[src/source/ppu_pkg.sv]
`default_nettype none

package ppu_pkg;

    // Sizes fixed by the OAM and line format
    localparam int sprite_count = 128;
    localparam int slot_count   = 8;
    localparam int sprite_size  = 16;
    // Two words per sprite entry
    localparam int oam_words    = 2 * sprite_count;

    typedef logic [6:0]  sprite_index_t;
    typedef logic [2:0]  slot_index_t;
    typedef logic [3:0]  slot_count_t;
    typedef logic [15:0] coord_t;
    typedef logic [9:0]  vcount_t;
    typedef logic [10:0] hcount_t;
    typedef logic [8:0]  step_t;
    typedef logic [7:0]  oam_addr_t;
    typedef logic [31:0] oam_word_t;
    typedef logic [10:0] pattern_addr_t;
    // 16 pixels at two bits each
    typedef logic [31:0] pattern_row_t;

    typedef enum logic [2:0] {
        idle,
        oam_load,
        oam_done,
        evaluate,
        fetch,
        load,
        line_done
    } phase_t;

    typedef struct packed {
        coord_t     x;
        coord_t     y;
        logic [6:0] tile;
        logic       vflip;
        logic       hflip;
    } sprite_attr_t;

    typedef struct packed {
        slot_count_t                    used;
        sprite_index_t [slot_count-1:0] index;
    } slot_list_t;

endpackage

`default_nettype wire
[src/source/scan_counter.sv]
`default_nettype none

module scan_counter import ppu_pkg::*; (
    input  logic   clk,
    input  logic   reset,
    input  phase_t phase,
    output step_t  step,
    output logic   last
);

    phase_t prev_phase;
    step_t  count;
    logic   restart;

    // First cycle of a new phase always reads as step zero
    assign restart = (phase != prev_phase);
    assign step    = restart ? '0 : count;

    always_ff @(posedge clk) begin
        if (reset) begin
            prev_phase <= idle;
            count      <= '0;
        end else begin
            prev_phase <= phase;
            count      <= step + 1'b1;
        end
    end

    always_comb begin
        case (phase)
            // One extra step to store the word read on the final address
            oam_load: last = (step == step_t'(oam_words));
            evaluate: last = (step == step_t'(sprite_count - 1));
            // Eight addresses plus one trailing store
            fetch:    last = (step == step_t'(slot_count));
            load:     last = (step == '0);
            default:  last = 1'b0;
        endcase
    end

endmodule

`default_nettype wire

[config.mk]
export PLATFORM = sky130hd
export DESIGN_NAME = scan_counter
export DESIGN_NICKNAME = d
export VERILOG_FILES = /design/src/source/ppu_pkg.sv /design/src/source/scan_counter.sv
export SDC_FILE = /design/constraint.sdc
export NUM_CORES = 1
export LEC_CHECK = 0
export BUFFER_PORTS_ARGS = -buffer_cell sky130_fd_sc_hd__buf_2
export CORE_MARGIN = 3
export CORE_UTILIZATION = 28
export DETAILED_ROUTE_END_ITERATION = 16
export GPL_TIMING_DRIVEN = 0
export PLACE_DENSITY = 0.47
export SYNTH_ARGS = -nofsm -noshare
export SYNTH_HDL_FRONTEND = slang
export SYNTH_SLANG_ARGS = --single-unit
export TNS_END_PERCENT = 10
[constraint.sdc]
create_clock -name clk -period 3.4 [get_ports clk]
set_input_delay 0.68 -clock clk [delete_from_list [all_inputs] [get_ports clk]]
set_output_delay 0.68 -clock clk [all_outputs]
set_load 0.01 [all_outputs]
==> flow_metrics.py <==
metrics = {
    "global_routing": {
        "gr-usage-met2": 0.178,
        "antenna_found_initial": 0,
        "grt_use_total": 0.122,
        "grt_max_degree": 11,
        "grt_pass1_wl_um": 3190,
        "grt.met3_usage": 0.0261,
        "overflow": 0,
        "grt_pass1_vias": 669,
        "met1_usage": 0.165,
        "grt_busiest_layer": "met2",
    },
    "timing": {
        "hold_ws_ns": 0.532,
        "timing.fmax_ghz": 0.356,
        "skew_ns": 0.00179,
        "fin_tns_setup_ns": 0,
        "period_needed_ns": 2.81,
        "timing.final.crit_share": 0.826,
        "setup-violations-final": 0,
        "slew-limit-headroom": 0.676,
        "rsz0062_at_grt": "no",
        "slew_viol_final": 0,
        "worst_pin_slew_ns": 0.485,
        "timing.final.hold_violations": 0,
    },
    "setup_path": {
        "reg2reg_to": "count[8]",
        "cp-startpoint": "phase[2]",
        "endpoint": "last",
        "critPathBufInv": 3,
        "worstPathRequired_ns": 2.72,
        "crit_top_cell": "buf_2",
        "worstPathMaxFanout": 10,
        "cp_slowest_cell": "and3_4",
        "cp.depth": 9,
        "cp_cell_sequence": "buf_2 > xnor2_2 > and3_4 > buf_2 > nand2_1 > ha_1 > nand3_1 > o32ai_1 > buf_2",
        "critPathMaxStageDelay_ns": 0.25,
        "worstSetupPathType": "input pin to output pin",
        "crit_arrival_ns": 2.13,
        "worstSetupEndpointType": "output pin",
        "worst_setup_path_start_kind": "input pin",
        "r2r_cells": 10,
        "r2r-start": "prev_phase[2]",
        "crit_family": "buffers and inverters",
        "worst-r2r-setup-slack_ns": 1.08,
    },
    "routing": {
        "post_drt_via_cell_ratio": 5.17,
        "drt_iter0_drc": 24,
        "drtPass1Iterations": 4,
        "drc": 0,
        "vias": 703,
        "wl_per_cell_um": 13.2,
        "detail-route-antenna-nets": 0,
        "routed_wl_um": 1800,
    },
    "cts": {
        "clk_path_buf_depth": 2,
        "post_cts_resized": 0,
        "clkSlewWorstSetupHoldPaths_ns": 0.08,
        "cts_hold_buffers": 0,
        "cts_tree": "yes",
        "cts_buffers": 3,
        "numClockSinks": 12,
        "cts_setup_buffers": 0,
        "insertion_delay_ns": 0.27,
        "cts_max_level": 1,
        "root_buffer": "clkbuf_4",
    },
    "final_layout": {
        "fin_nets": 114,
        "num_antenna_cells": 0,
        "area_growth_pct": 16.9,
        "fin_util": 0.358,
        "filler_cell_count": 268,
        "drive_gt1_frac": 0.217,
    },
    "yosys": {
        "synth_seq_area_share": 0.303,
        "synth_warnings": 0,
        "syn_nets": 97,
        "synth_cell_type_count": 35,
        "synth_seq_cells": 12,
        "syn_inst": 90,
        "syn_area_per_cell_um2": 8.81,
        "syn_area_um2": 793,
    },
    "die": {
        "initial_utilization": 0.306,
        "ios": 15,
        "die_w_um": 59.2,
        "coreArea_mm2": 0.00259,
        "fp.dieH_um": 59.2,
        "die_area_mm2": 0.00351,
        "rows": 18,
    },
    "worst_hold_path": {
        "hp-class": "flop to flop",
    },
    "pwr": {
        "ir_drop_mv": 0.176,
        "p_per_area_mw_per_mm2": 330,
        "p_total_mw": 0.306,
        "p_leak_nw": 0.409,
    },
    "outcome": {
        "status": "complete, no violations",
    },
    "place": {
        "dp_hpwl_um": 1360,
        "gp_congestion": 0.750,
        "io_buffers": 12,
    },
    "run": {
        "cap_violations": 0,
    },
}
per-layer routing:
metal,wire (um),up-vias
li1,-,364
met1,902,320
met2,797,15
met3,72,4
met4,26,0
met5,0,-
synth_stat cells:
library cell	number	area, um2
dfxtp_1	12	240
inv_1	7	26.3
nand2_1	6	22.5
nand3_1	5	25.0
nor2_1	5	18.8
nor3_1	5	25.0
and2_1	4	25.0
nand4_1	4	25.0
nor2b_1	4	25.0
a2111o_1	3	33.8
a21oi_1	3	15.0
and3_1	2	12.5
buf_6	2	22.5
ha_1	2	25.0
o21ai_1	2	10.0
o311ai_0	2	17.5
or4b_1	2	20.0
xnor2_4	2	55.1
xor2_1	2	17.5
a221oi_1	1	8.76
and3_4	1	11.3
buf_2	1	5.00
clkbuf_1	1	3.75
mux2i_1	1	10.0
nand2b_1	1	6.26
nand3b_1	1	7.51
nor4_1	1	6.26
o2111ai_1	1	8.76
o22ai_1	1	6.26
o31a_1	1	8.76
o32ai_1	1	8.76
or3_1	1	6.26
or3b_1	1	8.76
xnor2_1	1	8.76
xnor2_2	1	16.3
where the power goes:
| group | switching (mW) | internal [mW] | leakage, nW | total [mW] |
|---|---|---|---|---|
| sequential | 0.00341 | 0.144 | 0.0979 | 0.147 |
| combinational | 0.0227 | 0.0187 | 0.290 | 0.0414 |
| clock | 0.0521 | 0.0651 | 0.0210 | 0.117 |
sequential cells by signal, indices dropped and copies added, names as in the netlist:
signal,count
count,9
prev_phase,3
logic make-up after synthesis:
kind of cell             share of synthesized area
AND/OR/NAND/NOR                              0.309
AO/OA/AOI/OAI                                0.148
flip-flops                                   0.303
buffers and inverters                       0.0725
XOR/XNOR                                     0.123
adder cells (fa/ha/maj)                     0.0315
multiplexers                                0.0126
through the flow:
step	setup WS, ns	area [um2]	instances
2_1_floorplan	0.848	793	90
3_3_place_gp	0.635	891	132
3_5_place_dp	0.605	891	132
4_1_cts	0.590	927	136
5_1_grt	0.461	927	136
6_report	0.593	927	136
area by class of cell:
class                   count  area (um2)  share of cell area
plain buffers               4        31.3              0.0337
clock buffers               4        36.3              0.0391
inverters                   7        26.3              0.0283
multi-input cells          67         495               0.534
flip-flops and latches     12         240               0.259
well taps                  30        37.5              0.0405
repair buffers             12        60.1              0.0648
worst min-delay path, stage by stage, from the launching register on:
cell and delay, ns:
dfxtp_1 0.36, nand3_1 0.08, o21ai_1 0.05
worst min-delay path by stage:
stage / from / slack [ns] / endpoint / cells after the start
floorplan: count[5] / 0.47 / count[5] / 2
global placement: count[5] / 0.51 / count[5] / 2
detailed placement: count[5] / 0.53 / count[5] / 2
CTS: count[5] / 0.54 / count[5] / 2
global route: count[5] / 0.57 / count[5] / 2
finish: count[5] / 0.53 / count[5] / 2
cells in the final DEF, fill, tap and decap left out, types with 2 or more instances in the layout:
cell type,instances
buf_2,13
dfxtp_1,12
inv_1,7
nand2_1,6
nor3_1,5
nor2_1,5
nand3_1,5
and2_1,4
nand4_1,4
nor2b_1,4
a21oi_1,3
a2111o_1,3
clkbuf_4,3
buf_6,2
xnor2_4,2
or4b_1,2
o21ai_1,2
and3_1,2
xor2_1,2
o311ai_0,2
ha_1,2
Note: power is estimated with default switching activity, not from simulation.
