<file path="src/source/ppu_pkg.sv">
`default_nettype none

package ppu_pkg;

    // Sizes fixed by the OAM and line format
    localparam int sprite_count = 128;
    localparam int slot_count   = 8;
    localparam int sprite_size  = 16;
    // Two words per sprite entry
    localparam int oam_words    = 2 * sprite_count;

    typedef logic [6:0]  sprite_index_t;
    typedef logic [2:0]  slot_index_t;
    typedef logic [3:0]  slot_count_t;
    typedef logic [15:0] coord_t;
    typedef logic [9:0]  vcount_t;
    typedef logic [10:0] hcount_t;
    typedef logic [8:0]  step_t;
    typedef logic [7:0]  oam_addr_t;
    typedef logic [31:0] oam_word_t;
    typedef logic [10:0] pattern_addr_t;
    // 16 pixels at two bits each
    typedef logic [31:0] pattern_row_t;

    typedef enum logic [2:0] {
        idle,
        oam_load,
        oam_done,
        evaluate,
        fetch,
        load,
        line_done
    } phase_t;

    typedef struct packed {
        coord_t     x;
        coord_t     y;
        logic [6:0] tile;
        logic       vflip;
        logic       hflip;
    } sprite_attr_t;

    typedef struct packed {
        slot_count_t                    used;
        sprite_index_t [slot_count-1:0] index;
    } slot_list_t;

endpackage

`default_nettype wire
</file>
<file path="src/source/sprite_evaluator.sv">
`default_nettype none

module sprite_evaluator import ppu_pkg::*; (
    input  logic         clk,
    input  logic         reset,
    input  phase_t       phase,
    input  step_t        step,
    input  vcount_t      vcount,
    input  sprite_attr_t scan_attr,
    output slot_list_t   slots
);

    coord_t      line;
    logic [16:0] y_end;
    logic        covers;
    slot_list_t  base;
    slot_list_t  slots_next;

    // Extra bit keeps y plus height from wrapping near the top of the range
    assign line   = coord_t'(vcount);
    assign y_end  = {1'b0, scan_attr.y} + 17'(sprite_size);
    assign covers = (line >= scan_attr.y) && ({1'b0, line} < y_end);

    always_comb begin
        // Step zero starts a fresh list for this line
        base       = (step == '0) ? '0 : slots;
        slots_next = base;
        if (covers && (base.used < slot_count_t'(slot_count))) begin
            slots_next.index[slot_index_t'(base.used)] = sprite_index_t'(step);
            slots_next.used = base.used + 1'b1;
        end
    end

    // Sprites past the eighth hit are dropped by the used check
    always_ff @(posedge clk) begin
        if (reset) begin
            slots <= '0;
        end else if (phase == evaluate) begin
            slots <= slots_next;
        end
    end

endmodule

`default_nettype wire

</file>
<file path="config.mk">
export PLATFORM = sky130hd
export DESIGN_NAME = sprite_evaluator
export DESIGN_NICKNAME = d
export VERILOG_FILES = /design/src/source/ppu_pkg.sv /design/src/source/sprite_evaluator.sv
export SDC_FILE = /design/constraint.sdc
export NUM_CORES = 1
export LEC_CHECK = 0
export BUFFER_PORTS_ARGS = -buffer_cell sky130_fd_sc_hd__buf_4
export CORE_MARGIN = 1.5
export CORE_UTILIZATION = 40
export CTS_CLUSTER_SIZE = 28
export DETAILED_ROUTE_END_ITERATION = 10
export PLACE_DENSITY = 0.68
export SKIP_CTS_REPAIR_TIMING = 1
export SLEW_MARGIN = 20
export SYNTH_ARGS = -nofsm -noshare
export SYNTH_HDL_FRONTEND = slang
export SYNTH_SLANG_ARGS = --single-unit
</file>
<file path="constraint.sdc">
create_clock -name clk -period 2.65 [get_ports clk]
set_input_delay 0.53 -clock clk [delete_from_list [all_inputs] [get_ports clk]]
set_output_delay 0.53 -clock clk [all_outputs]
set_load 0.01 [all_outputs]
</file>
==> results of run 1 <==
[per-stage QoR]
stage	hold WS, ns	worst slack (ns)	util
5_1_grt	0.482	-0.0547	0.586
3_3_place_gp	0.467	-0.347	0.553
3_5_place_dp	0.469	-0.443	0.553
6_report	0.479	0.0980	0.586
4_1_cts	0.468	-0.0780	0.578
2_1_floorplan	0.494	-0.0449	-
[Yosys cell counts (all sizes together), types with 9 or more instances]
| library cell | count |
|---|---|
| nand4 | 18 |
| a21oi | 16 |
| clkbuf | 18 |
| o31ai | 14 |
| nand3 | 14 |
| nor3 | 9 |
| dfxtp | 60 |
| a22o | 29 |
| o21ai | 17 |
| nor2 | 12 |
| ha | 18 |
| inv | 27 |
| nand2 | 27 |
[worst paths after layout]
kind | slack, ns | cells after the start | endpoint | startpoint
hold reg to reg | 0.48 | 2 | slots[6] | slots[6]
hold / removal | 0.48 | 3 | slots[6] | step[6]
setup / recovery | 0.1 | 11 | slots[11] | scan_attr[13]
setup reg to reg | 0.84 | 5 | slots[11] | slots[59]
[cell type report]
type,instances,area share
Clock buffer,9,0.0274
Clock inverter,7,0.0149
Inverter,27,0.0224
Multi-Input combinational cell,248,0.412
Sequential cell,60,0.265
Tap cell,102,0.0282
Timing Repair Buffer,137,0.230
[power breakdown]
part	internal, uW	leakage, uW	switching, uW
Clock	428	0.0000910	365
Sequential	906	0.000483	2.39
Combinational	113	0.00134	126
[layer usage]
metal / track usage / wire length [um] / vias up
met4: 0.0513 / 78 / 0
met5: 0 / 0 / -
met3: 0.0493 / 586 / 8
li1: - / - / 1622
met2: 0.356 / 4380 / 115
met1: 0.273 / 4000 / 1478
[cells by family after synthesis]
group | Yosys count | synth area share
multiplexers | 1 | 0.00313
XOR/XNOR | 4 | 0.0110
flip-flops | 60 | 0.376
AO/OA/AOI/OAI | 121 | 0.286
buffers and inverters | 48 | 0.0595
adder cells (fa/ha/maj) | 18 | 0.0705
AND/OR/NAND/NOR | 104 | 0.195
[worst max-delay path, stage by stage]
cell and delay, ns:
buf_4 0.12, ha_2 0.20, xnor2_1 0.19, ha_1 0.29, nand3_1 0.08, nand2_1 0.05, a21o_1 0.20, o2111ai_4 0.29
nand4_1 0.19, o31a_1 0.37, a22o_1 0.26
==> run_results.csv, run 1 <==
group,metric,value,unit
global_route,grt-ovfl-total,0,
detailed_routing,routed-via-count,3223,
run,max_cap_viol_count,0,
synthesis,synth_area,3200,um2
cells_and_area,layout_common_cells,"134 x buf_4, 60 x dfxtp_1, 29 x a22o_1, 27 x inv_1, 26 x nand2_1",
sta,fin_setup_tns,0,ns
synthesis,synth-seq-area-share,0.376,
cells_and_area,largest_reg_flops,60,
sta,drv_slew,0,
clock_network,cts_buffer_depth,2,
clock_network,htree_num_levels,3,
power_and_ir_drop,ir_drop,246,uV
cells_and_area,top_regs,"slots (60)",
synthesis,avgSynthCellArea,8.98,um2
synthesis,yosys_warnings,0,
detailed_routing,drtPass1Iterations,5,
synthesis,async_flop_share,0,
global_route,grt_usage,0.212,
global_route,grt_max_degree,43,
detailed_routing,routed_via_density,5.46,
synthesis,ys_types,44,
critical_path,cp.required,2.88,ns
sta,min_period,2.55,ns
synthesis,ys_ff_latch,60,
clock_network,cts_tree,"done",
detailed_routing,drc,0,
cells_and_area,syn_to_final_growth,41.6,%
critical_path,worstSetupEndpointType,"flop",
global_route,grt_first_pass_wirelength,14500,um
floorplan,core,7730,um2
synthesis,syn-num-nets,439,
floorplan,die_area,8540,um2
placed_design,dpl.cell_count,574,
critical_path,arrival,2.78,ns
detailed_routing,totalWireLength,9040,um
floorplan,start_util,0.414,
floorplan,rows,32,
cells_and_area,regMostFlops,"slots",
floorplan,boundaryPins,125,
floorplan,die_width,92.4,um
cells_and_area,multiInputGateArea,1870,um2
sta,clock.fmax,392,MHz
synthesis,synth_edf_count,0,
clock_network,clock_latency,0.33,ns
clock_network,cts_root_buf,"clkbuf_8",
sta,finalHoldViolCount,0,
power_and_ir_drop,power_density,429,nW/um2
placed_design,postPlaceCellArea,4270,um2
global_route,antenna_found_initial,0,
cells_and_area,regArea,1200,um2
cells_and_area,drive_above_1_share,0.348,
cells_and_area,diodes,0,
hold_path,hold_path.class,"in -> reg",
detailed_routing,ant_nets,0,
synthesis,synth_ff_type,"dfxtp_1",
cells_and_area,mostFrequentLayoutCell,"buf_4",
sta,worst_slew_pin_slew,0.506,ns
sta,relSlewSlack,0.661,
global_route,first_global_vias,3036,
sta,period_share,0.963,
sta,setup_viol,0,
sta,grt_setup_unrepaired,"true",
power_and_ir_drop,finalPower,1940,uW
synthesis,synth_top_cell_area_share,0.376,
clock_network,numCtsBuffers,9,
sta,finalClockSkew,0.00730,ns
cells_and_area,fin_nets,566,
run_status,status,"complete, no violations",
clock_network,path_clk_slew,0.07,ns
critical_path,startpoint_type,"input pin",
placed_design,portBuffers,99,
cells_and_area,fin_cells,590,
placed_design,place_hpwl,6620,um
synthesis,synth_top_cell_by_area,"dfxtp_1",
clock_network,cts_sinks,60,
cells_and_area,fillers,736,
detailed_routing,drt_first_iter_violations,273,
floorplan,die_h,92.4,um
placed_design,routabilityCongestion,0.900,
critical_path,crit_type,"in -> reg",
detailed_routing,wl_per_cell,15.3,um
critical_path,cp_max_fo,7,
power_and_ir_drop,p_leak,0.00191,uW
synthesis,netlist_instances,356,
cells_and_area,fin_area,4530,um2
synthesis,yosys-top-cells-area,"dfxtp_1 38%, a22o_1 7.9%, ha_1 7.0%",
(Power assumes the default switching activity.)
==> run 2, diff against run 1 <==
REMOVE_ABC_BUFFERS = 1   (was default)
==> run_results.csv, run 2 (same netlist as run 1, synthesis figures left out) <==
group,metric,value,unit
run_status,status,"complete, no violations",
critical_path,path_cells,"buf_6 -> ha_4 -> nand3_1 -> xnor2_1 -> ha_1 -> nand4_1 -> a221oi_1 -> o2111ai_2 -> buf_6 -> nand4_1 -> o31a_1 -> a22o_1",
global_route,grt_usage,0.221,
critical_path,worstSetupEndpointType,"flop",
placed_design,pre_cts_ws,-0.354,ns
critical_path,cp.required,2.94,ns
power_and_ir_drop,power_density,450,nW/um2
critical_path,cpPeakStageDelay,0.40,ns
critical_path,reg2reg_from,"slots[57]",
clock_network,cts_buffer_depth,2,
detailed_routing,totalWireLength,9360,um
sta,finalHoldViolCount,0,
sta,min_period,2.56,ns
detailed_routing,ant_nets,0,
cells_and_area,regMostFlops,"slots",
critical_path,cp_num_buf_inv,2,
clock_network,clock_latency,0.35,ns
critical_path,cp_slowest_cell,"a221oi_1",
floorplan,boundaryPins,125,
cells_and_area,fin_area,4620,um2
clock_network,cts_tree,"done",
floorplan,start_util,0.414,
clock_network,cts_sinks,60,
sta,setup_viol,0,
sta,fin_ws,0.0851,ns
cells_and_area,multiInputGateArea,1870,um2
detailed_routing,routed-via-count,3330,
sta,finalClockSkew,0.00675,ns
hold_path,hold_start,"step[0]",
critical_path,r2r-end,"slots[58]",
critical_path,startpoint_type,"input pin",
detailed_routing,wl_per_cell,15.7,um
critical_path,r2r_slack,0.45,ns
power_and_ir_drop,ir_drop,268,uV
cells_and_area,diodes,0,
sta,fin_setup_tns,0,ns
critical_path,crit_type,"in -> reg",
detailed_routing,drtPass1Iterations,4,
global_route,grt_max_degree,34,
cells_and_area,drive_above_1_share,0.356,
global_route,grt_first_pass_wirelength,15100,um
critical_path,cp_max_fo,7,
run,max_cap_viol_count,0,
floorplan,die_h,92.4,um
clock_network,cts_root_buf,"clkbuf_8",
clock_network,path_clk_slew,0.07,ns
critical_path,reg2regPathDepth,6,
detailed_routing,routed_via_density,5.59,
hold_path,min_to,"slots[0]",
placed_design,postPlaceCellArea,4320,um2
cells_and_area,fin_nets,572,
cells_and_area,layout_common_cells,"139 x buf_4, 60 x dfxtp_1, 29 x a22o_1, 27 x inv_1, 26 x nand2_1",
global_route,first_global_vias,3146,
clock_network,numCtsBuffers,9,
placed_design,routabilityCongestion,0.867,
placed_design,dpl.cell_count,579,
sta,relSlewSlack,0.376,
placed_design,place_hpwl,6790,um
hold_path,min_path_cells,3,
critical_path,crit_family,"compound AO/OA/AOI/OAI gates",
sta,clock.fmax,390,MHz
global_route,grt-ovfl-total,0,
cells_and_area,syn_to_final_growth,44.7,%
cells_and_area,fillers,651,
floorplan,die_area,8540,um2
cells_and_area,fin_cells,596,
critical_path,cp-startpoint,"scan_attr[14]",
floorplan,rows,32,
cells_and_area,regArea,1200,um2
cells_and_area,mostFrequentLayoutCell,"buf_4",
floorplan,die_width,92.4,um
floorplan,core,7730,um2
sta,drv_slew,0,
detailed_routing,drc,0,
power_and_ir_drop,p_leak,0.00198,uW
placed_design,portBuffers,99,
detailed_routing,drt_first_iter_violations,152,
sta,worst_slew_pin_slew,0.933,ns
sta,period_share,0.968,
hold_path,hold_path.class,"in -> reg",
global_route,antenna_found_initial,0,
clock_network,htree_num_levels,3,
power_and_ir_drop,finalPower,2080,uW
cells_and_area,top_regs,"slots (60)",
critical_path,arrival,2.86,ns
cells_and_area,largest_reg_flops,60,
[run 2: cell types whose count changed in the layout (fill, tap and decap cells not counted), sizes merged]
cell / previous run / this run
buf: 137 / 143
bufinv: 1 / 2
clkinv: 3 / 4
clkinvlp: 3 / 0
inv: 27 / 28
[run 2: how the worst max path moves through the flow]
stage                      endpoint  slack (ns)  depth (start not counted)
after floorplan           slots[10]       -0.54                          5
after global placement    slots[28]       -0.32                          9
after detailed placement  slots[32]       -0.35                          9
after CTS                 slots[34]        0.01                          9
after global routing      slots[45]       -0.04                         13
final                     slots[13]        0.09                         12
[run 2: cell type report]
| type | count | area share |
|---|---|---|
| Multi-Input combinational cell | 248 | 0.404 |
| Tap cell | 102 | 0.0276 |
| Inverter | 27 | 0.0219 |
| Clock inverter | 7 | 0.0216 |
| Sequential cell | 60 | 0.260 |
| Clock buffer | 9 | 0.0268 |
| Timing Repair Buffer | 143 | 0.238 |
[run 2: tightest hold or removal path, cell delays in order]
cell     delay [ns]
buf_4          0.12
nand4_1        0.06
a21oi_1        0.06
[run 2: metrics by stage]
step,util,hold WS (ns)
final,0.598,0.473
after global routing,0.598,0.479
after CTS,0.588,0.463
after detailed placement,0.559,0.468
after global placement,0.559,0.459
after floorplan,-,0.488
[run 2: power by group]
| group | switching [uW] | total [uW] | internal (uW) |
|---|---|---|---|
| sequential | 2.41 | 908 | 905 |
| clock | 391 | 926 | 535 |
| combinational | 124 | 245 | 121 |
[run 2: layer usage]
layer | part of all wire | global-route usage
met5 | 0 | 0
met4 | 0.011 | 0.0833
met3 | 0.062 | 0.0550
met2 | 0.49 | 0.376
met1 | 0.43 | 0.267
