==> src/source/ppu_pkg.sv <==
`default_nettype none

package ppu_pkg;

    // Sizes fixed by the OAM and line format
    localparam int sprite_count = 128;
    localparam int slot_count   = 8;
    localparam int sprite_size  = 16;
    // Two words per sprite entry
    localparam int oam_words    = 2 * sprite_count;

    typedef logic [6:0]  sprite_index_t;
    typedef logic [2:0]  slot_index_t;
    typedef logic [3:0]  slot_count_t;
    typedef logic [15:0] coord_t;
    typedef logic [9:0]  vcount_t;
    typedef logic [10:0] hcount_t;
    typedef logic [8:0]  step_t;
    typedef logic [7:0]  oam_addr_t;
    typedef logic [31:0] oam_word_t;
    typedef logic [10:0] pattern_addr_t;
    // 16 pixels at two bits each
    typedef logic [31:0] pattern_row_t;

    typedef enum logic [2:0] {
        idle,
        oam_load,
        oam_done,
        evaluate,
        fetch,
        load,
        line_done
    } phase_t;

    typedef struct packed {
        coord_t     x;
        coord_t     y;
        logic [6:0] tile;
        logic       vflip;
        logic       hflip;
    } sprite_attr_t;

    typedef struct packed {
        slot_count_t                    used;
        sprite_index_t [slot_count-1:0] index;
    } slot_list_t;

endpackage

`default_nettype wire
==> src/source/line_phase_fsm.sv <==
`default_nettype none

module line_phase_fsm import ppu_pkg::*; (
    input  logic   clk,
    input  logic   reset,
    input  logic   vblank,
    input  logic   hsync,
    input  logic   last,
    output phase_t phase
);

    phase_t phase_next;

    always_comb begin
        phase_next = phase;
        case (phase)
            idle: begin
                // Vblank wins if both strobes are seen together
                if (vblank) begin
                    phase_next = oam_load;
                end else if (hsync) begin
                    phase_next = evaluate;
                end
            end
            oam_load: begin
                if (last) begin
                    phase_next = oam_done;
                end
            end
            oam_done: begin
                if (!vblank) begin
                    phase_next = idle;
                end
            end
            evaluate: begin
                if (last) begin
                    phase_next = fetch;
                end
            end
            fetch: begin
                if (last) begin
                    phase_next = load;
                end
            end
            load: begin
                if (last) begin
                    phase_next = line_done;
                end
            end
            line_done: begin
                // Hold here so one hsync gives exactly one line sequence
                if (!hsync) begin
                    phase_next = idle;
                end
            end
            default: phase_next = idle;
        endcase
    end

    always_ff @(posedge clk) begin
        if (reset) begin
            phase <= idle;
        end else begin
            phase <= phase_next;
        end
    end

endmodule

`default_nettype wire

==> config.mk <==
export PLATFORM = sky130hd
export DESIGN_NAME = line_phase_fsm
export DESIGN_NICKNAME = d
export VERILOG_FILES = /design/src/source/ppu_pkg.sv /design/src/source/line_phase_fsm.sv
export SDC_FILE = /design/constraint.sdc
export NUM_CORES = 1
export LEC_CHECK = 0
export ABC_AREA = 1
export BUFFER_PORTS_ARGS = -buffer_cell sky130_fd_sc_hd__buf_2
export CORE_AREA = 2 2 39 41
export CTS_CLUSTER_DIAMETER = 30
export DETAILED_ROUTE_END_ITERATION = 10
export DIE_AREA = 0 0 41 43
export MAX_ROUTING_LAYER = met4
export PLACE_DENSITY = 0.42
export SETUP_SLACK_MARGIN = 0.4
export SLEW_MARGIN = 25
export SYNTH_ARGS = -nofsm -noshare
export SYNTH_HDL_FRONTEND = slang
export SYNTH_SLANG_ARGS = --single-unit
==> constraint.sdc <==
create_clock -name clk -period 1.25 [get_ports clk]
set_clock_uncertainty 0.15 [all_clocks]
set_input_delay 0.25 -clock clk [delete_from_list [all_inputs] [get_ports clk]]
set_output_delay 0.25 -clock clk [all_outputs]
set_load 0.03 [all_outputs]
==> reports/results.ini, run 1 <==
[timing]
drv_slew = 0
period_share_pct = 91.5
min_period_ps = 1140
grt_setup_unrepaired = yes
slew_headroom_pct = 89.1
max_clock_freq_ghz = 0.875
hold_ws_ps = 128
hold_viol_final = 0
layout_setup_ws_ps = 107
setup_violations = 0
worst_pin_slew_ps = 163
setup_tns_ps = 0

[synth]
synth-async-reset-ratio_pct = 0
synth_fp_nets = 42
synth_area_leaders = dfxtp_1 (27%), nand2_1 (21%), nor2_1 (15%)
synth_common_cells = nand2_1 (12), nor2_1 (9), inv_1 (5)
avgSynthCellArea_um2 = 5.92
synth_warnings = 0
yosysUniqueCellTypes = 10
syn_inst = 37
synthFlopType = dfxtp_1
synth-edff-count = 0
synth_top_area_cell = dfxtp_1
yosysMostFrequentCell = nand2_1
yosysTopAreaCellShare_pct = 27.4
netlist_area_um2 = 219
ys_seq_area_share_pct = 27.4
synth_seq_cells = 3

[global_route]
antenna_found_initial = 0
grt_pass1_vias = 220
overflow = 0
grt_usage_pct = 7.29
grt_pass1_wl_um = 772
grt_max_degree = 6

[finish]
drive_gt1_share_pct = 53.1
top_regs = phase x3
syn_to_final_growth_pct = 63.4
n_antenna_cell = 0
top_register = phase
final_core_util_pct = 25.9
finish.instance_area_um2 = 358
fillerInstances = 171
nNetsFinal = 55
largest_reg_flops = 3
final_cells = 65

[place]
pre_cts_ws_ps = 135
gp_congestion = 0.618
dp_hpwl_um = 423
placedCellCount = 60
post_dp_cell_area_um2 = 293
portBuffers = 7

[drt]
wl_met3_um = 28
drc_errors = 0
wl_per_cell_um = 7.58
antenna_left = 0
via_count = 238
top_signal_layer_used = met3
wl_met1_um = 200
routed_wirelength_um = 493
drt-initial-drc-count = 0
wl_met2_um = 264
vias_per_cell = 3.66
dr.pass1.iters = 1

[pwr]
leakagePower_nw = 0.183
ir_drop_v = 0.000659
p_per_area_mw_per_mm2 = 2970
finalPower_mw = 1.06

[setup_path]
crit_arrival_ps = 740
path_cells = buf_6
cp_slowest_cell = dfxtp_4
crit_type = flip-flop to primary output
critical-path-top-delay-family = flip-flops
path_buf_inv = 1
critPathCaptureType = primary output
cp.required_ps = 850
crit_fanout = 5
start_kind = flip-flop
cp_slowest_stage_delay_ps = 380

[floorplanning]
dieHeight_um = 43
fp-row-count = 14
initial_core_util_pct = 15.8
die_x_um = 41
dieArea_mm2 = 0.00176
io_pins = 8
core_area_mm2 = 0.00138

[hold_path]
hp-class = input pin to flip-flop

[clock_network]
clk_latency_ps = 230
clock_path_buffers = 2
htreeDepth = 1
cts_buffers = 3
postCtsHoldBufs = 0
cts.sinks = 3
clockRootBuffer = clkbuf_4
path_clk_slew_ps = 40
cts_tree = done

[outcome]
status = finished clean

[run]
cap_violations = 0

[routing by layer]
layer	track usage [%]	vias to the layer above
met4	10.0	0
met5	-	-
met3	1.57	0
li1	-	135
met2	10.3	7
met1	6.39	96
[what timing repair did]
item	in CTS	in global routing
resized for setup	7	4
pin swaps	0	8
cloned	0	0
endpoints found under the setup margin	6	6
buffers inserted	0	1
[cell type report]
type                    count  area, µm²  share of cell area, %
clock buffers               4       26.3                   7.34
inverters                   7       31.3                   8.74
multi-input cells          27        148                   41.3
flip-flops and latches      3       71.3                   19.9
well taps                  16       20.0                   5.59
repair buffers              8       61.3                   17.1
[worst paths after layout]
check,depth (start not counted),to,slack [ps],start
hold reg to reg,3,phase[1],430,phase[1]
setup / recovery,1,phase[2],110,phase[2]
hold / removal,4,phase[2],130,reset
setup reg to reg,8,phase[0],120,phase[2]
[placed cells by master, fill, tap and decap left out, drive strengths merged]
master | netlist | routed
nand2 | 13 | 13
nor2 | 9 | 9
buf | 0 | 8
inv | 7 | 7
clkbuf | 0 | 4
dfxtp | 3 | 3
nand3 | 3 | 3
a21oi | 1 | 1
o21ai | 1 | 1
[logic make-up (layout without fill, tap and decap cells)]
family                 Yosys count  after routing  synth area share [%]
buffers and inverters            7             19                  12.0
flip-flops                       3              3                  27.4
AO/OA/AOI/OAI                    2              2                  4.57
AND/OR/NAND/NOR                 25             25                  56.0
[report_power, final]
group	switching [mW]	internal (mW)
Combinational	0.355	0.272
Sequential	0.0922	0.176
Clock	0.0473	0.119
Power figures use the tool's default switching activity.
==> inputs of run 2 (changes only) <==
--- a/config.mk
+++ b/config.mk
@@ -5,14 +5,14 @@
 export SDC_FILE = /design/constraint.sdc
 export NUM_CORES = 1
 export LEC_CHECK = 0
-export ABC_AREA = 1
+export ABC_AREA = 0
 export BUFFER_PORTS_ARGS = -buffer_cell sky130_fd_sc_hd__buf_2
 export CORE_AREA = 2 2 39 41
 export CTS_CLUSTER_DIAMETER = 30
 export DETAILED_ROUTE_END_ITERATION = 10
 export DIE_AREA = 0 0 41 43
 export MAX_ROUTING_LAYER = met4
-export PLACE_DENSITY = 0.42
+export PLACE_DENSITY = 0.41
 export SETUP_SLACK_MARGIN = 0.4
 export SLEW_MARGIN = 25
 export SYNTH_ARGS = -nofsm -noshare
==> reports/results.ini, run 2 <==
[clock_network]
clockRootBuffer = clkbuf_4
cts_buffers = 3
cts_tree = done
postCtsHoldBufs = 0
clk_latency_ps = 230
htreeDepth = 1
clock_path_buffers = 2
path_clk_slew_ps = 40
cts.sinks = 3

[synth]
yosysUniqueCellTypes = 15
yosysMostFrequentCell = a21oi_1
synth-edff-count = 0
synth_warnings = 0
syn_inst = 26
synth_seq_cells = 3
netlist_area_um2 = 203
synth_common_cells = a21oi_1 (5), dfxtp_1 (3), nor2_1 (3)
synth-async-reset-ratio_pct = 0
avgSynthCellArea_um2 = 7.80
yosysTopAreaCellShare_pct = 29.6
synthFlopType = dfxtp_1
synth_top_area_cell = dfxtp_1
ys_seq_area_share_pct = 29.6
synth_fp_nets = 31
synth_area_leaders = dfxtp_1 (30%), a21oi_1 (12%), a221oi_2 (7.4%)

[floorplanning]
dieHeight_um = 43
fp-row-count = 14
core_area_mm2 = 0.00138
io_pins = 8
dieArea_mm2 = 0.00176
die_x_um = 41
initial_core_util_pct = 14.6

[timing]
max_clock_freq_ghz = 0.813
setup_violations = 0
layout_setup_ws_ps = 20.6
slew_headroom_pct = 86.3
hold_viol_final = 0
period_share_pct = 98.4
min_period_ps = 1230
grt_setup_unrepaired = yes
worst_pin_slew_ps = 205
drv_slew = 0

[global_route]
grt_max_degree = 9
antenna_found_initial = 0
grt_pass1_vias = 219
grt_usage_pct = 7.60
overflow = 0
grt_pass1_wl_um = 869

[pwr]
ir_drop_v = 0.000552
p_int_mw = 0.368
switching_power_mw = 0.187
swShare_pct = 33.7
leakagePower_nw = 0.148
p_per_area_mw_per_mm2 = 1440
power.share.combinational_pct = 43.9
pwr-share-clk_pct = 30.5
seq_power_share_pct = 25.6

[finish]
top_regs = phase x3
n_antenna_cell = 0
layout_common_cells = buf_6 (5), buf_2 (4)
syn_to_final_growth_pct = 90.1
drive_gt1_share_pct = 61.0
top_register = phase
nNetsFinal = 47
final_core_util_pct = 27.8
finish.instance_area_um2 = 385
largest_reg_flops = 3
fillerInstances = 157
layout_commonest_cell = buf_6

[setup_path]
crit_arrival_ps = 830
cp.required_ps = 850
critical-path-top-delay-family = flip-flops
crit_cells = 2
crit_type = flip-flop to primary output
path_buf_inv = 2
r2r_setup_slack_ps = 50
crit_fanout = 5
r2r_cells = 4
cp_slowest_stage_delay_ps = 350
cp_slowest_cell = dfxtp_4
critPathCaptureType = primary output
start_kind = flip-flop
cp_common_cell = buf_6
path_cells = buf_6 > buf_6

[drt]
routed_wirelength_um = 596
drt-initial-drc-count = 2
dr.pass1.iters = 2
via_count = 244
drc_errors = 0
vias_per_cell = 4.28
wl_per_cell_um = 10.5
antenna_left = 0

[outcome]
status = finished clean

[hold_path]
hp-class = input pin to flip-flop
hold-path-cell-count = 2

[place]
dp_hpwl_um = 409
post_dp_cell_area_um2 = 284
pre_cts_ws_ps = 8.00
gp_congestion = 0.648
portBuffers = 7

[run]
cap_violations = 0

## run 2: logic make-up after synthesis
group / count (synthesis) / share of synthesized area, %
compound gates: 11 / 38.3
buf+inv: 3 / 6.17
flops: 3 / 29.6
mux: 1 / 4.94
simple gates: 8 / 21.0
## run 2: power by group through the flow
stage | clock network (mW) | logic [mW] | registers (mW)
floorplan | 0 | 0.0979 | 0.167
finish | 0.169 | 0.244 | 0.142
global placement | 0 | 0.163 | 0.149
CTS | 0.182 | 0.202 | 0.145
detailed placement | 0 | 0.163 | 0.146
global route | 0.180 | 0.266 | 0.145
## run 2: worst register-to-register path: stages (launching register included)
cell and delay (ps):
dfxtp_4 350, nand3b_1 160, a21oi_2 170, a21oi_2 50, a221oi_2 230
## run 2: timing repair
item | 4_1_cts | 5_1_grt
gates resized for setup | 9 | 6
setup buffers | 1 | 1
endpoints found under the setup margin | 6 | 6
pin swaps | 3 | 3
## run 2: cell type report
type / instances / area [µm²] / share of cell area, %
Tap cell: 16 / 20.0 / 5.19
Inverter: 2 / 7.51 / 1.95
Clock buffer: 4 / 26.3 / 6.82
Timing Repair Buffer: 12 / 98.8 / 25.6
Sequential cell: 3 / 71.3 / 18.5
Multi-Input combinational cell: 20 / 161 / 41.9
## run 2: path summary, 6_finish.rpt
kind,from,end
setup / recovery,phase[0],phase[0]
hold / removal,reset,phase[1]
setup reg to reg,phase[0],phase[1]
hold reg to reg,phase[2],phase[1]
## run 2: stage by stage
stage	TNS, ps	hold slack, ps	power, mW	std cells
2_1_floorplan	0	157	0.265	26
3_3_place_gp	0	302	0.312	51
3_5_place_dp	0	299	0.309	51
4_1_cts	0	53.8	0.529	56
5_1_grt	-29.6	61.8	0.591	57
6_report	0	60.6	0.555	57
## run 2: metal layers
layer	GRT usage (%)	share of wire [%]	up-vias
li1	-	-	125
met1	9.58	42	113
met2	10.0	52	6
met3	1.57	6.2	0
met4	6.00	0	0
met5	-	0	-
==> inputs of run 3 (changes only) <==
--- a/config.mk
+++ b/config.mk
@@ -13,7 +13,7 @@
 export DIE_AREA = 0 0 41 43
 export MAX_ROUTING_LAYER = met4
 export PLACE_DENSITY = 0.41
-export SETUP_SLACK_MARGIN = 0.4
+export SETUP_SLACK_MARGIN = 0.15
 export SLEW_MARGIN = 25
 export SYNTH_ARGS = -nofsm -noshare
 export SYNTH_HDL_FRONTEND = slang
==> reports/results.ini, run 3 (synthesized netlist as in run 2, its figures left out) <==
[finish]
finish.instance_area_um2 = 343
largest_reg_flops = 3
n_antenna_cell = 0
nNetsFinal = 46
multi_input_area_um2 = 138
top_regs = phase x3
layout.area.seq_um2 = 71.3
top_register = phase
layout_common_cells = a21oi_1 (5), buf_4 (5), buf_2 (4)
fillerInstances = 158
syn_to_final_growth_pct = 69.1
final_core_util_pct = 24.8
drive_gt1_share_pct = 47.5

[clock_network]
cts.sinks = 3
postCtsHoldBufs = 0
clock_path_buffers = 2
path_clk_slew_ps = 40
cts_buffers = 3
clk_latency_ps = 230
clockRootBuffer = clkbuf_4
cts_tree = done
htreeDepth = 1

[setup_path]
crit_arrival_ps = 1140
reg2reg_to = phase[1]
cp_slowest_cell = dfxtp_4
path_cells = buf_4 > o21bai_1 > a21oi_1 > a221oi_2
cp_slowest_stage_delay_ps = 350
r2r-start = phase[0]
r2r_setup_slack_ps = 60
cp.required_ps = 1210
critPathCaptureType = flip-flop
crit_type = flip-flop to flip-flop
start_kind = flip-flop
r2r_cells = 4
path_buf_inv = 1
critical-path-top-delay-family = compound AO/OA/AOI/OAI gates
crit_fanout = 6

[global_route]
grt_pass1_wl_um = 931
grt_pass1_vias = 241
grt_usage_pct = 8.11
overflow = 0
antenna_found_initial = 0
grt_max_degree = 9

[drt]
drt-initial-drc-count = 1
antenna_left = 0
routed_wirelength_um = 564
wl_per_cell_um = 10.1
vias_per_cell = 4.32
drc_errors = 0
via_count = 242
dr.pass1.iters = 3

[timing]
grt_setup_unrepaired = yes
max_clock_freq_ghz = 0.844
setup_violations = 0
setup_tns_ps = 0
layout_setup_ws_ps = 64.9
period_share_pct = 94.8
drv_slew = 0
hold_viol_final = 0
worst_pin_slew_ps = 192
slew_headroom_pct = 87.1
min_period_ps = 1190

[floorplanning]
fp-row-count = 14
dieHeight_um = 43
io_pins = 8
initial_core_util_pct = 14.6
core_area_mm2 = 0.00138
die_x_um = 41
dieArea_mm2 = 0.00176

[hold_path]
hold_path_startpoint = reset
hold-path-cell-count = 2
hp-class = input pin to flip-flop
hold_end = phase[1]

[run]
cap_violations = 0

[place]
pre_cts_ws_ps = 26.8
gp_congestion = 0.569
dp_hpwl_um = 372
post_dp_cell_area_um2 = 277
portBuffers = 7

[pwr]
leakagePower_nw = 0.138
finalPower_mw = 0.508
ir_drop_v = 0.000451
p_per_area_mw_per_mm2 = 1480

[outcome]
status = finished clean

[run 3: cell count changes in the layout (fill, tap and decap cells not counted), sizes merged]
cell and delta:
buf -1
[run 3: worst max path at each step]
stage / start / to / slack [ps] / depth (start not counted)
6_report: phase[0] / phase[1] / 60 / 4
4_1_cts: phase[0] / phase[1] / 50 / 4
3_3_place_gp: phase[0] / phase[1] / 20 / 4
2_1_floorplan: phase[1] / phase[1] / 20 / 5
5_1_grt: phase[0] / phase[1] / 6 / 4
3_5_place_dp: last / phase[1] / 30 / 5
[run 3: through the flow]
step | hold slack [ps] | std cells
6_report | 54.0 | 56
5_1_grt | 57.0 | 56
4_1_cts | 46.6 | 56
3_5_place_dp | 296 | 50
3_3_place_gp | 299 | 50
2_1_floorplan | 157 | 26
[run 3: worst register-to-register path, delay by kind of cell (launching register included)]
kind	cells	cell delay, ps
flip-flops	1	350
AO/OA/AOI/OAI	3	410
buffers and inverters	1	150
[run 3: report_power, final]
part | switching, mW | leakage [nW] | total [mW] | internal (mW)
Sequential | 0.0257 | 0.0267 | 0.143 | 0.117
Combinational | 0.0952 | 0.0964 | 0.198 | 0.103
Clock | 0.0480 | 0.0150 | 0.167 | 0.119
[run 3: per-layer routing]
layer  vias to the layer above  wire (µm)  track usage [%]
li1                        124          -                -
met2                         7        256             10.3
met5                         -          0                -
met1                       111        265             10.9
met4                         0          0             6.00
met3                         0         41             1.57
[run 3: final cells by class]
type,instances,share of cell area [%]
Clock buffer,4,7.66
Inverter,2,2.19
Multi-Input combinational cell,20,40.1
Sequential cell,3,20.8
Tap cell,16,5.84
Timing Repair Buffer,11,23.4
[run 3: repair_timing]
action / CTS / global route
setup buffers: 2 / 0
pin swaps: 3 / 1
resized for setup: 7 / 2
endpoints found under the setup margin: 5 / 5
