## src/source/ppu_pkg.sv

```systemverilog
`default_nettype none

package ppu_pkg;

    // Sizes fixed by the OAM and line format
    localparam int sprite_count = 128;
    localparam int slot_count   = 8;
    localparam int sprite_size  = 16;
    // Two words per sprite entry
    localparam int oam_words    = 2 * sprite_count;

    typedef logic [6:0]  sprite_index_t;
    typedef logic [2:0]  slot_index_t;
    typedef logic [3:0]  slot_count_t;
    typedef logic [15:0] coord_t;
    typedef logic [9:0]  vcount_t;
    typedef logic [10:0] hcount_t;
    typedef logic [8:0]  step_t;
    typedef logic [7:0]  oam_addr_t;
    typedef logic [31:0] oam_word_t;
    typedef logic [10:0] pattern_addr_t;
    // 16 pixels at two bits each
    typedef logic [31:0] pattern_row_t;

    typedef enum logic [2:0] {
        idle,
        oam_load,
        oam_done,
        evaluate,
        fetch,
        load,
        line_done
    } phase_t;

    typedef struct packed {
        coord_t     x;
        coord_t     y;
        logic [6:0] tile;
        logic       vflip;
        logic       hflip;
    } sprite_attr_t;

    typedef struct packed {
        slot_count_t                    used;
        sprite_index_t [slot_count-1:0] index;
    } slot_list_t;

endpackage

`default_nettype wire
```

## src/source/sprite_slot_driver.sv

```systemverilog
`default_nettype none

module sprite_slot_driver import ppu_pkg::*; (
    input  logic                          clk,
    input  logic                          reset,
    input  logic                          vblank,
    input  logic                          hsync,
    input  phase_t                        phase,
    input  step_t                         step,
    input  vcount_t                       vcount,
    input  hcount_t                       hcount,
    input  slot_list_t                    slots,
    output sprite_index_t                 fetch_index,
    input  sprite_attr_t                  fetch_attr,
    output pattern_addr_t                 pattern_addr,
    input  pattern_row_t                  pattern_data,
    output pattern_row_t [slot_count-1:0] shift_load_data,
    output logic                          shift_load_sprite,
    output logic [slot_count-1:0]         shift_enable
);

    slot_index_t                   fetch_slot;
    logic                          fetch_active;
    logic [3:0]                    line_row;
    logic [3:0]                    tile_row;
    pattern_row_t                  row_reversed;
    // Fetch in flight, stored when the memory answers
    logic                          pend_valid;
    slot_index_t                   pend_slot;
    logic                          pend_hflip;
    pattern_row_t [slot_count-1:0] rows;
    coord_t [slot_count-1:0]       slot_x;
    logic [slot_count-1:0]         slot_live;
    coord_t                        hpos;
    logic [slot_count-1:0]         in_span;
    logic [slot_count-1:0]         enable_q;

    assign fetch_slot   = slot_index_t'(step);
    assign fetch_active = (phase == fetch) && (step < step_t'(slot_count));
    assign fetch_index  = slots.index[fetch_slot];

    // Row within the tile, mirrored top to bottom under vertical flip
    assign line_row     = vcount[3:0] - fetch_attr.y[3:0];
    assign tile_row     = fetch_attr.vflip ? 4'(sprite_size - 1) - line_row : line_row;
    assign pattern_addr = fetch_active ? {fetch_attr.tile, tile_row} : '0;
    assign row_reversed = {<<{pattern_data}};

    always_ff @(posedge clk) begin
        if (reset) begin
            pend_valid <= 1'b0;
            pend_slot  <= '0;
            pend_hflip <= 1'b0;
            slot_live  <= '0;
        end else begin
            pend_valid <= fetch_active;
            if (fetch_active) begin
                pend_slot             <= fetch_slot;
                pend_hflip            <= fetch_attr.hflip;
                slot_live[fetch_slot] <= slot_count_t'(fetch_slot) < slots.used;
            end
        end
    end

    always_ff @(posedge clk) begin
        if (fetch_active) begin
            slot_x[fetch_slot] <= fetch_attr.x;
        end
        if (pend_valid) begin
            // Empty slots get a blank row
            if (!slot_live[pend_slot]) begin
                rows[pend_slot] <= '0;
            end else if (pend_hflip) begin
                rows[pend_slot] <= row_reversed;
            end else begin
                rows[pend_slot] <= pattern_data;
            end
        end
    end

    assign hpos = coord_t'(hcount);

    always_comb begin
        for (int i = 0; i < slot_count; i++) begin
            in_span[i] = slot_live[i] && (hpos >= slot_x[i])
                && ({1'b0, hpos} < {1'b0, slot_x[i]} + 17'(sprite_size));
        end
    end

    always_ff @(posedge clk) begin
        if (reset) begin
            shift_load_sprite <= 1'b0;
            shift_load_data   <= '0;
            enable_q          <= '0;
        end else begin
            shift_load_sprite <= (phase == load);
            if (phase == load) begin
                shift_load_data <= rows;
            end
            enable_q <= (phase == idle) ? in_span : '0;
        end
    end

    // Strobes mask the registered enables in the cycle they rise
    assign shift_enable = enable_q & {slot_count{~(vblank | hsync)}};

endmodule

`default_nettype wire

```

## config.mk

```make
export PLATFORM = sky130hd
export DESIGN_NAME = sprite_slot_driver
export DESIGN_NICKNAME = d
export VERILOG_FILES = /design/src/source/ppu_pkg.sv /design/src/source/sprite_slot_driver.sv
export SDC_FILE = /design/constraint.sdc
export NUM_CORES = 1
export LEC_CHECK = 0
export ABC_CLOCK_PERIOD_IN_PS = 5700
export BUFFER_PORTS_ARGS = -buffer_cell sky130_fd_sc_hd__buf_4
export CAP_MARGIN = 10
export CORE_ASPECT_RATIO = 1.75
export CORE_UTILIZATION = 57
export CTS_CLUSTER_SIZE = 14
export DETAILED_ROUTE_END_ITERATION = 6
export PLACE_DENSITY = 0.79
export RECOVER_POWER = 100
export SLEW_MARGIN = 5
export SYNTH_ARGS = -nofsm -noshare
export SYNTH_HDL_FRONTEND = slang
export SYNTH_SLANG_ARGS = --single-unit
```

## constraint.sdc

```tcl
create_clock -name clk -period 5.7 [get_ports clk]
set_clock_uncertainty 0.2 [all_clocks]
set_input_delay 0.57 -clock clk [delete_from_list [all_inputs] [get_ports clk]]
set_output_delay 0.57 -clock clk [all_outputs]
set_load 0.01 [all_outputs]
```

==> flow_summary_export.csv, run 1 <==
group,metric,value,unit
timing,hold_violations,0,
power_and_ir_drop,powerDensity,276,nW/um2
place,gp_congestion,0.905,
clock_tree,tritoncts,"yes",
global_route,grt_pass1_vias,23524,
logic_synthesis,yosysWarnings,0,
floorplanning,die_area,53300,um2
power_and_ir_drop,p_leak,12.1,nW
hold_path,worst_hold_path_type,"in -> reg",
global_route,grt_pass1_wl,140000,um
cells_and_area,diodes,0,
drt,ant_nets,0,
logic_synthesis,syn_area,29800,um2
clock_tree,cts.reportedPaths.clkPinSlew,0.07,ns
cells_and_area,multi_input_area,11700,um2
global_route,grt_overflow_total,0,
cells_and_area,ff_latch_area,17100,um2
drt,firstDrtPassIters,6,
floorplanning,start_util,57.8,%
outcome,status,"finished with violations",
critical_path,cp-end-kind,"register",
drt,drc,0,
cells_and_area,mostFrequentLayoutCells,"nand2_1, edfxtp_1, clkbuf_1",
cells_and_area,final_nets,3437,
logic_synthesis,synth_edf_count,384,
timing,period_needed,4.49,ns
drt,first_iter_violations,2108,
global_route,grt_usage,35.0,%
timing,fmax,0.223,GHz
global_route,grt_max_degree,187,
critical_path,crit_family,"simple AND/OR/NAND/NOR gates",
drt,routedWlPerCell,24.8,um
logic_synthesis,syn_inst,2720,
floorplanning,die_w,175,um
drt,viasPerCell,6.23,
place,postPlaceCellArea,33800,um2
cells_and_area,area_growth,14.9,%
global_route,antenna_found_initial,0,
timing,fin_tns_setup,0,ns
floorplanning,core_area,51600,um2
cells_and_area,post-route-util,66.5,%
timing,tightestPinTransition,2.55,ns
outcome,violations,"max-capacitance violations, max-slew violations",
power_and_ir_drop,vdd_ir_drop_max,0.225,mV
critical_path,start_kind,"input pin",
clock_tree,htree_num_levels,2,
place,dp.cells,3712,
drt,vias,23770,
timing,rsz0062_at_grt,"no",
cells_and_area,layout-drive-gt1-share,9.50,%
critical_path,crit_type,"in -> reg",
critical_path,slowest_delay,1.76,ns
critical_path,crit_slowest_cell,"clkbuf_1",
cells_and_area,finalInstanceArea,34300,um2
logic_synthesis,yosysUniqueCellTypes,60,
critical_path,cp_data_required_time,6.03,ns
logic_synthesis,synth.yosys.seq_area_share,57.3,%
cells_and_area,layout_commonest_cell,"nand2_1",
floorplanning,ioPinCount,453,
logic_synthesis,avgSynthCellArea,11.0,um2
logic_synthesis,ys_ff_latch,662,
critical_path,path_max_fanout,58,
clock_tree,postCtsResizedCells,0,
flow_run,max-cap-violations,19,
clock_tree,cts_setup_buffers,0,
floorplanning,die_h,305,um
timing,slew_headroom,-70.4,%
timing,timing.final.crit_share,78.8,%
place,port_buffers,434,
cells_and_area,instances_no_fill,3818,
clock_tree,cts_max_path_buffers,3,
clock_tree,clock_latency,0.62,ns
timing,setup_viol,0,
timing,slew_violations,704,
logic_synthesis,ys.flop_type,"edfxtp_1",
clock_tree,clock-sinks,662,
critical_path,crit_buf_inv,2,
drt,drt-total-wl,94600,um
clock_tree,root_buffer,"clkbuf_16",
critical_path,arrival,4.82,ns
logic_synthesis,postSynthNetCount,3056,
critical_path,worstPathCellList,"clkbuf_1, nor2b_1, nand2_1, clkbuf_1, nand2_1, a21oi_1",
clock_tree,hold_buffers,0,
logic_synthesis,ys_async_sr_fraction,0,%
place,place.detailed.hpwl,64900,um
clock_tree,numCtsBuffers,56,
cells_and_area,fillers,4181,
floorplanning,rows,110,
path summary, 6_finish.rpt:
kind | from | endpoint | slack, ns | depth (start not counted)
worst max-delay path | phase[2] | shift_load_data[208] | 1.21 | 6
worst min-delay path | fetch_attr[0] | pend_hflip | 0.03 | 3
worst max register to register | pend_slot[2] | rows[240] | 1.27 | 8
worst min register to register | shift_load_data[77] | shift_load_data[77] | 0.25 | 2
cells by family (layout without fill, tap and decap cells):
logic type	Yosys count	count (layout)	synth area share (%)
simple gates	804	804	11.6
buf+inv	264	690	3.68
mux	57	57	2.53
compound gates	712	712	16.3
flops	662	662	57.3
xor+xnor	55	55	1.61
fa+ha+maj	166	166	6.98
metal layers:
layer,vias up,wire (um),track usage [%]
met1,11558,32900,39.4
li1,10665,-,-
met4,0,6750,22.9
met5,-,0,0
met3,295,6830,5.24
met2,1252,48200,61.1
report_power, final:
part | total [mW] | switching [mW] | internal [mW]
Combinational | 0.629 | 0.414 | 0.215
Clock | 3.74 | 1.74 | 2.00
Sequential | 5.11 | 0.0388 | 5.07
Total | 9.47 | 2.19 | 7.28
worst register-to-register path: cells and delay by family (launching register included):
family | cells | cell delay, ns
DFF | 1 | 0.86
and+or+nand+nor | 3 | 1.85
AOI/OAI and AO/OA | 3 | 0.73
buffers and inverters | 2 | 0.67
cell type report:
class	instances	area share (%)
multi-input combinational	1794	34.2
inverter	111	1.21
clock buffer	94	4.74
clock inverter	9	0.346
sequential	662	49.8
timing repair buffer	476	7.24
tap	672	2.45
sequential cells by signal (all words and copies together), names as in the netlist:
name and count:
pend_hflip 1, pend_valid 1, shift_load_data 256, enable_q 8
pend_slot 3, slot_live 8, slot_x 128, shift_load_sprite 1
rows 256
stage by stage:
stage                     total power, mW  hold slack [ns]  worst slack [ns]
final                                9.47           0.0342              1.21
after global routing                 9.70           0.0217             0.926
after CTS                            9.54           0.0178              2.04
after detailed placement             5.88            0.248              2.04
after global placement               5.87            0.244              2.12
after floorplan                      5.49            0.281              1.33
synthesized netlist by cell type (8+ instances only):
cell / instances / area share [%]
xnor2_1: 50 / 1.5
buf_4: 10 / 0.25
clkbuf_1: 119 / 1.5
a21o_1: 8 / 0.20
nand3_1: 40 / 0.67
a31oi_1: 9 / 0.19
nor4_1: 13 / 0.27
o2bb2ai_1: 257 / 7.5
nor2b_1: 14 / 0.29
nand2_1: 563 / 7.1
nand4_1: 22 / 0.46
nor2_1: 65 / 0.82
inv_1: 111 / 1.4
mux2_2: 8 / 0.30
and2_1: 16 / 0.34
o21a_1: 13 / 0.33
nor3_1: 13 / 0.22
o21ai_0: 34 / 0.57
and3_1: 12 / 0.25
mux4_2: 14 / 1.1
a21oi_1: 318 / 5.3
dfxtp_1: 278 / 19
nand2b_1: 11 / 0.23
and4_1: 10 / 0.29
a211oi_1: 12 / 0.30
buf_2: 14 / 0.23
ha_1: 165 / 6.9
mux2i_1: 35 / 1.2
edfxtp_1: 384 / 39
a2111oi_0: 15 / 0.44
Power figures use the tool's default switching activity.
==> inputs of run 2 (changes only) <==
--- a/config.mk
+++ b/config.mk
@@ -5,14 +5,14 @@
 export SDC_FILE = /design/constraint.sdc
 export NUM_CORES = 1
 export LEC_CHECK = 0
-export ABC_CLOCK_PERIOD_IN_PS = 5700
+export ABC_CLOCK_PERIOD_IN_PS = 3700
 export BUFFER_PORTS_ARGS = -buffer_cell sky130_fd_sc_hd__buf_4
 export CAP_MARGIN = 10
 export CORE_ASPECT_RATIO = 1.75
-export CORE_UTILIZATION = 57
+export CORE_UTILIZATION = 52
 export CTS_CLUSTER_SIZE = 14
 export DETAILED_ROUTE_END_ITERATION = 6
-export PLACE_DENSITY = 0.79
+export PLACE_DENSITY = 0.76
 export RECOVER_POWER = 100
 export SLEW_MARGIN = 5
 export SYNTH_ARGS = -nofsm -noshare
==> constraint.sdc (replaced) <==
create_clock -name clk -period 3.7 [get_ports clk]
set_clock_uncertainty 0.2 [all_clocks]
set_input_delay 0.37 -clock clk [delete_from_list [all_inputs] [get_ports clk]]
set_output_delay 0.37 -clock clk [all_outputs]
set_load 0.01 [all_outputs]
==> run 2 against run 1 <==
  * The flow still finishes with violations (max-capacitance violations, max-slew violations)
  * Cell count rose by 3.7%
  * Non-clock buffer count up 46
  * Hold slack better by 0.042 ns
  * Critical path depth up 2
  * Utilization is 4.2 points lower
  * Setup slack got worse by 0.81 ns
  * Register-to-register slack got worse by 0.87 ns
  * Sequential share of layout area shrank 1.1 points
  * Die area up 9.5%
  * Flip-flop and latch count stayed put
  * Count of clock-buffer cells in the layout is 1 higher
  * Combinational power is 61% higher
==> flow_summary_export.csv, run 2 (synthesis results as in run 1) <==
group,metric,value,unit
critical_path,critical_path.startpoint,"pend_slot[0]",
global_route,grt_overflow_total,0,
cells_and_area,final_nets,3485,
drt,drc,0,
drt,drt-total-wl,95100,um
cells_and_area,mostFrequentLayoutCells,"nand2_1, edfxtp_1, clkbuf_1",
cells_and_area,reg_top3,"rows x256, shift_load_data x256, slot_x x128",
drt,firstDrtPassIters,5,
critical_path,r2r_cells,8,
clock_tree,postCtsResizedCells,0,
clock_tree,root_buffer,"clkbuf_16",
drt,first_iter_violations,2234,
global_route,grt_usage,32.2,%
power_and_ir_drop,p_sw_share,23.2,%
power_and_ir_drop,combPwrFrac,6.8,%
timing,fmax,0.303,GHz
floorplanning,die_w,183,um
drt,routedWlPerCell,24.0,um
power_and_ir_drop,fin_total_pwr,15.0,mW
timing,timing.final.crit_share,89.2,%
drt,vias,24043,
cells_and_area,area_growth,17.6,%
clock_tree,clock-sinks,662,
timing,setup_viol,0,
clock_tree,tritoncts,"yes",
timing,fin_tns_setup,0,ns
floorplanning,ioPinCount,453,
power_and_ir_drop,power.switching,3.49,mW
critical_path,r2r_slack,0.40,ns
place,port_buffers,434,
drt,viasPerCell,6.07,
floorplanning,rows,115,
clock_tree,clock_latency,0.64,ns
critical_path,start_kind,"register",
drt,ant_nets,0,
timing,tightestPinTransition,2.60,ns
place,place.detailed.hpwl,64900,um
floorplanning,die_h,319,um
clock_tree,cts_max_path_buffers,3,
critical_path,rr_endpoint,"rows[224]",
hold_path,worst_hold_path_type,"in -> reg",
clock_tree,cts.reportedPaths.clkPinSlew,0.07,ns
timing,slew_violations,137,
timing,slew_headroom,-74.0,%
cells_and_area,layout_commonest_cell,"nand2_1",
critical_path,path_max_fanout,32,
power_and_ir_drop,clkPwrFrac,40.9,%
clock_tree,htree_num_levels,2,
floorplanning,die_area,58400,um2
power_and_ir_drop,pwr-share-seq,52.4,%
critical_path,cp-end-kind,"register",
global_route,grt_pass1_wl,141000,um
power_and_ir_drop,powerDensity,428,nW/um2
outcome,violations,"max-capacitance violations, max-slew violations",
clock_tree,numCtsBuffers,58,
timing,whs,0.0761,ns
place,gp_congestion,0.938,
power_and_ir_drop,vdd_ir_drop_max,0.367,mV
critical_path,cp_data_required_time,3.81,ns
floorplanning,core_area,56400,um2
timing,rsz0062_at_grt,"no",
critical_path,crit_end,"rows[224]",
power_and_ir_drop,p_leak,12.5,nW
critical_path,crit_type,"reg -> reg",
timing,period_needed,3.30,ns
global_route,grt_max_degree,130,
power_and_ir_drop,internal_power,11.5,mW
cells_and_area,layout-drive-gt1-share,11.2,%
global_route,antenna_found_initial,5,
timing,hold_violations,0,
floorplanning,start_util,52.9,%
critical_path,arrival,3.42,ns
flow_run,max-cap-violations,2,
hold_path,holdCritStartpoint,"phase[1]",
global_route,grt_pass1_vias,23680,
outcome,status,"finished with violations",
critical_path,r2r-start,"pend_slot[0]",
run 2: cell count changes in the layout (fill, tap and decap cells not counted), sizes merged:
cell / previous run / this run
clkbuf: 401 / 406
clkinvlp: 2 / 1
bufinv: 1 / 2
diode: 0 / 1
dlygate4sd3: 0 / 19
buf: 169 / 192
clkinv: 5 / 11
run 2: worst min-delay path by stage:
stage	to	slack [ns]	depth (start not counted)
6_report	enable_q[1]	0.08	5
5_1_grt	enable_q[1]	0.07	5
4_1_cts	enable_q[1]	0.06	5
3_5_place_dp	shift_load_data[228]	0.25	2
3_3_place_gp	shift_load_data[48]	0.24	2
2_1_floorplan	slot_x[0]	0.27	0
run 2: routing by layer:
| metal | track usage (%) | wire [um] |
|---|---|---|
| met5 | 0 | 50 |
| met4 | 20.1 | 6990 |
| met3 | 5.62 | 8010 |
| met2 | 54.7 | 46500 |
| met1 | 37.5 | 33500 |
run 2: repair_timing:
action | 4_1_cts | 5_1_grt
hold endpoints to repair | 131 | 0
buffers inserted | 0 | 0
hold buffers | 19 | 0
run 2: worst max-delay path: stages (launching register included):
cell and delay [ns]:
dfxtp_1 0.56, nor2b_1 0.42, a221oi_1 0.17, a31oi_1 0.18
a211o_1 0.17, clkbuf_1 0.47, nor2b_2 0.07, clkbuf_2 0.47
o2bb2ai_1 0.27
run 2: cell type report:
cell class / count / area [um2]
well taps: 760 / 951
clock inverters: 15 / 173
repair buffers: 522 / 2900
clock buffers: 95 / 1730
diodes: 1 / 2.50
inverters: 111 / 417
multi-input cells: 1794 / 11800
flip-flops and latches: 662 / 17100
fillers: 4795 / 21300
run 2: stage by stage:
step | cell area (um2) | util (%) | std cells | setup slack [ns]
after global placement | 34200 | 60.6 | 3830 | 0.746
after floorplan | 29800 | - | 2720 | -0.675
after global routing | 35100 | 62.2 | 3959 | 0.210
after CTS | 36300 | 64.3 | 3959 | 0.701
after detailed placement | 34200 | 60.6 | 3830 | 0.707
final | 35100 | 62.2 | 3960 | 0.398
run 2: power groups by stage:
stage	logic [mW]	registers [mW]	clock network, mW
floorplan	0.419	8.04	0
global placement	1.04	8.02	0
detailed placement	1.06	8.03	0
CTS	1.09	7.86	6.17
global route	1.08	7.87	6.46
finish	1.01	7.86	6.13
